$ cat src/hdl/video_pkg.sv
`default_nettype none

package video_pkg;

    // ~~~~~~~~~~~~~~~~~~~~~~~~~~~~~~~~~~~~~~~~~~~~~~~~
    // pixel stream
    // ~~~~~~~~~~~~~~~~~~~~~~~~~~~~~~~~~~~~~~~~~~~~~~~~
    localparam int x_w          = 11;     // covers widths up to 2048
    localparam int y_w          = 10;     // covers heights up to 1024
    localparam int gray_latency = 4;      // pixel_in to pixel_out in clocks

    typedef struct packed {
        logic           hsync;
        logic           vsync;
        logic           de;
        logic [7:0]     r;
        logic [7:0]     g;
        logic [7:0]     b;
        logic [x_w-1:0] x;
        logic [y_w-1:0] y;
    } pixel_t;

    // ~~~~~~~~~~~~~~~~~~~~~~~~~~~~~~~~~~~~~~~~~~~~~~~~
    // wishbone classic
    // ~~~~~~~~~~~~~~~~~~~~~~~~~~~~~~~~~~~~~~~~~~~~~~~~
    localparam logic [3:0] reg_ctrl   = 4'h0;  // bit 0 is gray_en
    localparam logic [3:0] reg_frames = 4'h4;  // read only frame count

    typedef struct packed {
        logic        cyc;
        logic        stb;
        logic        we;
        logic [3:0]  adr;                 // byte address
        logic [31:0] dat;
    } wb_req_t;

    typedef struct packed {
        logic        ack;
        logic [31:0] dat;
    } wb_rsp_t;

endpackage : video_pkg

`default_nettype wire

$ cat src/hdl/pixel_delay.sv
`timescale 1ns/1ps
`default_nettype none

module pixel_delay #(
    parameter int  delay     = 1,
    parameter type payload_t = logic [7:0]
) (
    input  logic     clk,
    input  logic     reset,
    input  payload_t d,
    output payload_t q
);

    payload_t stages [delay];             // stages[0] is the newest entry

    always_ff @(posedge clk) begin
        if (reset) begin
            for (int i = 0; i < delay; i++) begin
                stages[i] <= '0;
            end
        end else begin
            stages[0] <= d;
            for (int i = 1; i < delay; i++) begin
                stages[i] <= stages[i-1];
            end
        end
    end

    assign q = stages[delay-1];

    // once reset has run, every stage holds defined data, so an X here came in through d
    q_known: assert property (
        @(posedge clk) disable iff (reset)
        !$isunknown(q)
    ) else $error("pixel_delay output is unknown");

endmodule : pixel_delay

`default_nettype wire

$ cat src/hdl/gray_convert.sv
`timescale 1ns/1ps
`default_nettype none

module gray_convert #(
    parameter int h_act = 1280,
    parameter int v_act = 720
) (
    input  logic              clk,
    input  logic              reset,
    input  logic              gray_en,
    input  video_pkg::pixel_t pixel_in,
    output video_pkg::pixel_t pixel_out
);

    logic [14:0]       prod_r;
    logic [14:0]       prod_g;
    logic [14:0]       prod_b;
    logic [14:0]       luma_sum;
    logic [7:0]        gray_s3;
    logic [7:0]        gray_s4;
    logic              en_s4;
    video_pkg::pixel_t bypass;

    // ~~~~~~~~~~~~~~~~~~~~~~~~~~~~~~~~~~~~~~~~~~~~~~~~
    // luma = (38*r + 75*g + 15*b) >> 7
    // ~~~~~~~~~~~~~~~~~~~~~~~~~~~~~~~~~~~~~~~~~~~~~~~~
    always_ff @(posedge clk) begin
        if (reset) begin
            prod_r   <= '0;
            prod_g   <= '0;
            prod_b   <= '0;
            luma_sum <= '0;
            gray_s3  <= '0;
            en_s4    <= 1'b0;
        end else begin
            prod_r   <= 15'(pixel_in.r) * 15'd38;      // stage 1
            prod_g   <= 15'(pixel_in.g) * 15'd75;
            prod_b   <= 15'(pixel_in.b) * 15'd15;
            luma_sum <= prod_r + prod_g + prod_b;      // stage 2, max 32640 fits
            gray_s3  <= luma_sum[14:7];                // stage 3
            en_s4    <= gray_en;                       // sampled as the pixel enters stage 4
        end
    end

    pixel_delay #(
        .delay    (1),
        .payload_t(logic [7:0])
    ) u_gray_reg (
        .clk  (clk),
        .reset(reset),
        .d    (gray_s3),
        .q    (gray_s4)
    );

    // sync, de and coordinates ride alongside the colour math
    pixel_delay #(
        .delay    (video_pkg::gray_latency),
        .payload_t(video_pkg::pixel_t)
    ) u_bypass (
        .clk  (clk),
        .reset(reset),
        .d    (pixel_in),
        .q    (bypass)
    );

    always_comb begin
        pixel_out = bypass;
        if (en_s4) begin
            pixel_out.r = gray_s4;
            pixel_out.g = gray_s4;
            pixel_out.b = gray_s4;
        end
    end

    x_in_range: assert property (
        @(posedge clk) disable iff (reset)
        pixel_in.de |-> (pixel_in.x < h_act)
    ) else $error("active pixel x %0d outside h_act", pixel_in.x);

    y_in_range: assert property (
        @(posedge clk) disable iff (reset)
        pixel_in.de |-> (pixel_in.y < v_act)
    ) else $error("active pixel y %0d outside v_act", pixel_in.y);

endmodule : gray_convert

`default_nettype wire

$ cat src/hdl/video_regs.sv
`timescale 1ns/1ps
`default_nettype none

module video_regs (
    input  logic               clk,
    input  logic               reset,
    input  video_pkg::wb_req_t wb_req,
    output video_pkg::wb_rsp_t wb_rsp,
    input  video_pkg::pixel_t  pixel_out,
    output logic               gray_en
);

    logic        ack;
    logic [31:0] rd_dat;
    logic        req;
    logic        vsync_q;
    logic [15:0] frame_cnt;

    // ~~~~~~~~~~~~~~~~~~~~~~~~~~~~~~~~~~~~~~~~~~~~~~~~
    // bus slave
    // ~~~~~~~~~~~~~~~~~~~~~~~~~~~~~~~~~~~~~~~~~~~~~~~~
    assign req = wb_req.cyc && wb_req.stb && !ack;   // skip the cycle right after an ack

    always_ff @(posedge clk) begin
        if (reset) begin
            ack     <= 1'b0;
            rd_dat  <= '0;
            gray_en <= 1'b0;
        end else begin
            ack <= req;
            if (req) begin
                rd_dat <= '0;                        // unmapped addresses read zero
                if (wb_req.we) begin
                    if (wb_req.adr == video_pkg::reg_ctrl) begin
                        gray_en <= wb_req.dat[0];    // writes to reg_frames fall through
                    end
                end else begin
                    case (wb_req.adr)
                        video_pkg::reg_ctrl:   rd_dat <= {31'd0, gray_en};
                        video_pkg::reg_frames: rd_dat <= {16'd0, frame_cnt};
                        default:               rd_dat <= '0;
                    endcase
                end
            end
        end
    end

    assign wb_rsp.ack = ack;
    assign wb_rsp.dat = rd_dat;

    // ~~~~~~~~~~~~~~~~~~~~~~~~~~~~~~~~~~~~~~~~~~~~~~~~
    // frame counter on the outgoing stream
    // ~~~~~~~~~~~~~~~~~~~~~~~~~~~~~~~~~~~~~~~~~~~~~~~~
    always_ff @(posedge clk) begin
        if (reset) begin
            vsync_q   <= 1'b0;
            frame_cnt <= '0;
        end else begin
            vsync_q <= pixel_out.vsync;
            if (pixel_out.vsync && !vsync_q) begin
                frame_cnt <= frame_cnt + 16'd1;      // wraps at 65535
            end
        end
    end

    ack_single: assert property (
        @(posedge clk) disable iff (reset)
        ack |=> !ack
    ) else $error("wishbone ack held for two cycles");

    ack_after_req: assert property (
        @(posedge clk) disable iff (reset)
        ack |-> $past(wb_req.cyc && wb_req.stb)
    ) else $error("wishbone ack without a preceding request");

endmodule : video_regs

`default_nettype wire

$ cat src/hdl/video_pipe_top.sv
`timescale 1ns/1ps
`default_nettype none

module video_pipe_top #(
    parameter int h_act = 1280,
    parameter int v_act = 720
) (
    input  logic               clk,
    input  logic               reset,
    input  video_pkg::pixel_t  pixel_in,
    output video_pkg::pixel_t  pixel_out,
    input  video_pkg::wb_req_t wb_req,
    output video_pkg::wb_rsp_t wb_rsp
);

    logic gray_en;                        // control bit from the register block

    // ~~~~~~~~~~~~~~~~~~~~~~~~~~~~~~~~~~~~~~~~~~~~~~~~
    // pixel datapath
    // ~~~~~~~~~~~~~~~~~~~~~~~~~~~~~~~~~~~~~~~~~~~~~~~~
    gray_convert #(
        .h_act(h_act),
        .v_act(v_act)
    ) u_gray_convert (
        .clk      (clk),
        .reset    (reset),
        .gray_en  (gray_en),
        .pixel_in (pixel_in),
        .pixel_out(pixel_out)
    );

    // ~~~~~~~~~~~~~~~~~~~~~~~~~~~~~~~~~~~~~~~~~~~~~~~~
    // control and status
    // ~~~~~~~~~~~~~~~~~~~~~~~~~~~~~~~~~~~~~~~~~~~~~~~~
    video_regs u_video_regs (
        .clk      (clk),
        .reset    (reset),
        .wb_req   (wb_req),
        .wb_rsp   (wb_rsp),
        .pixel_out(pixel_out),            // frames are counted as they leave
        .gray_en  (gray_en)
    );

endmodule : video_pipe_top

`default_nettype wire

$ cat config.mk
export PLATFORM = sky130hd
export DESIGN_NAME = video_pipe_top
export DESIGN_NICKNAME = d
export VERILOG_FILES = /design/src/hdl/video_pkg.sv /design/src/hdl/pixel_delay.sv /design/src/hdl/gray_convert.sv /design/src/hdl/video_regs.sv /design/src/hdl/video_pipe_top.sv
export SDC_FILE = /design/constraint.sdc
export NUM_CORES = 1
export LEC_CHECK = 0
export BUFFER_PORTS_ARGS = -buffer_cell sky130_fd_sc_hd__buf_2
export CAP_MARGIN = 20
export CORE_ASPECT_RATIO = 0.7
export CORE_MARGIN = 10
export CORE_UTILIZATION = 35
export DETAILED_ROUTE_END_ITERATION = 16
export PLACE_DENSITY = 0.6
export SLEW_MARGIN = 20
export SYNTH_ARGS = -nofsm -noshare
export SYNTH_HDL_FRONTEND = slang
export SYNTH_SLANG_ARGS = --single-unit
$ cat constraint.sdc
create_clock -name clk -period 5.1 [get_ports clk]
set_input_delay 1.02 -clock clk [delete_from_list [all_inputs] [get_ports clk]]
set_output_delay 1.02 -clock clk [all_outputs]
set_load 0.005 [all_outputs]
==> impl_metrics.csv <==
group,metric,value,unit
status,outcome,"finished, final reports clean",
pwr,power.share.combinational,20.3,%
setup_path,crit_path_top_delay_cell,"fa_1",
pwr,p_per_area,424,nW/um^2
setup_path,path_buf_inv,3,
setup_path,endpoint_kind,"register",
sta,fin_crit_sh,72.3,%
cts,cts_setup_buffers,0,
pwr,p_seq_share,44.6,%
place,port_buffers,122,
logic_synthesis,ys_warn_count,0,
hold_path,hold-path-cell-count,1,
cts,cts_resized,0,
place,placed_cells,1603,
setup_path,path_class,"in -> reg",
routing,first_pass_iters,4,
sta,finalSetupTns,0,ps
place,placed_cell_area,12400,um^2
logic_synthesis,synth_top_area_share,50.0,%
sta,worst_clock_skew,14.6,ps
logic_synthesis,ys_types,50,
finish,final_util,40.8,%
logic_synthesis,synth_top_flop_cell,"dfxtp_1",
setup_path,crit_family,"adder cells",
die,coreArea,32500,um^2
setup_path,crit_chain,"buf_2 > ha_1 > ha_1 > inv_1 > fa_1 > inv_1 > fa_1 > ha_1 > o21ai_0 > nand2b_1 > a31oi_1 > o21ai_0 > xnor2_1 > nor2_1",
cts,cts_made_buffers,28,
sta,max_freq,0.271,GHz
routing,via_per_inst,4.24,
logic_synthesis,postSynthRegisterBits,289,
grt,grtUsageTotal,11.0,%
logic_synthesis,async_flop_share,0,%
routing,drc,0,
pwr,switching_share,27.2,%
logic_synthesis,ys_seq_area_share,50.0,%
sta,finalCriticalPeriod,3690,ps
routing,routed-via-count,7016,
finish,stdcell_count,1655,
setup_path,crit_top_cell,"ha_1",
setup_path,slowest_delay,530,ps
cts,cts_tree,"yes",
finish,areaGrowthSynthToFinish,14.6,%
grt,antenna_found_initial,5,
logic_synthesis,synthesis.area,11600,um^2
sta,maxSlewViolCount,0,
finish,design_area,13300,um^2
cts,htree_levels,1,
sta,finalSetupViolations,0,
cts,clock_latency,540,ps
pwr,p_leak,5.96,nW
die,start_util,35.6,%
setup_path,start_kind,"primary input",
grt,grt_max_degree,128,
logic_synthesis,syn_area_per_cell,10.4,um^2
cts,cts_max_path_buffers,3,
setup_path,r2r.worst_path.cells,10,
sta,fin_hold_ws,421,ps
grt,first_global_vias,6838,
routing,antenna_left,0,
sta,rsz0062_at_grt,"false",
setup_path,required,5490,ps
cts,root_buffer,"clkbuf_16",
finish,drive_gt1_share,14.0,%
grt,grt_overflow,0,
die,io_pins,170,
die,num_rows,55,
pwr,clkPwrFrac,35.1,%
logic_synthesis,yosysTopAreaCell,"dfxtp_1",
logic_synthesis,yosysMostFrequentCell,"dfxtp_1",
setup_path,crit_path_max_fanout,5,
logic_synthesis,yosys-top-cells-count,"dfxtp_1, nor2b_1, inv_1, nor2_1, ha_1",
routing,routedWlPerCell,13.8,um
die,dieArea,40800,um^2
routing,wl,22800,um
sta,worst_slew_pin_slew,938,ps
place,gp_congestion,0.846,
pwr,cell_internal_pwr,4.09,mW
logic_synthesis,synthTopCellsByArea,"dfxtp_1, nor2b_1, ha_1",
sta,relSlewSlack,37.4,%
run,cap_violations,0,
place,place_hpwl,17100,um
finish,layout.nets,1417,
sta,finalHoldViolations,0,
pwr,switching_power,1.53,mW
setup_path,crit_arrival,4080,ps
setup_path,path_depth,14,
logic_synthesis,synth-edff-count,0,
grt,grt_pass1_wl,36600,um
pwr,ir_drop,0.000239,V
die,die_w,237,um
routing,drtIter0Drc,463,
logic_synthesis,syn_inst,1115,
cts,postCtsHoldBufs,0,
die,fp.dieH,172,um
cts,clock_sinks,289,
hold_path,hold_class,"reg -> reg",
cts,clkTransAtPathRegs,60,ps
==> layer usage <==
metal	wire (um)	vias to the layer above	track usage, %
met2	9420	86	16.2
met5	12	-	0
met3	1100	30	2.67
met1	11800	3214	15.7
li1	-	3684	-
met4	435	2	2.50
==> metrics by stage <==
stage | worst slack, ps | power (mW)
finish | 1410 | 5.62
global placement | 891 | 3.67
CTS | 1390 | 5.70
global route | 1240 | 5.98
detailed placement | 833 | 3.69
floorplan | 1190 | 3.42
==> layout by cell type, fill, tap and decap left out, drive strengths merged, types with 7 or more instances in the layout <==
cell type / n
dfxtp: 289
nor2b: 210
buf: 124
inv: 92
nor2: 89
ha: 87
o21ai: 42
clkbuf: 41
fa: 35
nand2: 23
xor2: 22
a21oi: 22
xnor2: 20
a22oi: 16
conb: 16
o21a: 11
nor3: 11
a211oi: 8
and3: 7
a21o: 7
==> cells by family after synthesis <==
group | Yosys count | share of synthesized area [%]
adder cells (fa/ha/maj) | 122 | 15.5
flip-flops | 289 | 50.0
buffers and inverters | 170 | 6.97
XOR/XNOR | 42 | 3.18
other | 1 | 0.0324
AO/OA/AOI/OAI | 122 | 6.71
AND/OR/NAND/NOR | 366 | 17.3
multiplexers | 3 | 0.260
==> registers in the layout, indices dropped and copies added (netlist names) <==
register                          flops
u_gray_convert.u_bypass.stages      189
u_video_regs.frame_cnt               16
u_video_regs.rd_dat                  16
u_gray_convert.prod_g                15
u_gray_convert.prod_r                13
u_gray_convert.prod_b                12
u_gray_convert.gray_s3                8
u_gray_convert.luma_sum               8
u_gray_convert.u_gray_reg.stages      8
u_gray_convert.en_s4                  1
u_video_regs.ack                      1
u_video_regs.gray_en                  1
u_video_regs.vsync_q                  1
==> final timing paths <==
path	end	from	slack, ps
worst min-delay path	u_gray_convert.u_bypass.stages[3][37]	u_gray_convert.u_bypass.stages[2][37]	420
worst max register to register	u_gray_convert.luma_sum[11]	u_gray_convert.prod_b[3]	2510
worst min register to register	u_gray_convert.u_bypass.stages[3][37]	u_gray_convert.u_bypass.stages[2][37]	420
worst max-delay path	u_gray_convert.prod_g[12]	pixel_in[33]	1410
==> area by class of cell <==
type,instances,area (um^2)
clock buffer,40,806
timing repair buffer,125,667
antenna,4,10.0
clock inverter,8,82.6
inverter,91,342
fill,3207,19200
tap,427,534
sequential,289,5790
multi-input combinational,671,5030
==> power by group through the flow <==
stage / sequential, mW / clock [mW] / combinational (mW)
after floorplan: 2.52 / 0 / 0.901
after global placement: 2.56 / 0 / 1.11
after detailed placement: 2.56 / 0 / 1.13
after CTS: 2.51 / 2.04 / 1.15
after global routing: 2.52 / 2.13 / 1.32
final: 2.51 / 1.97 / 1.14
Note: power is estimated with default switching activity, not from simulation.
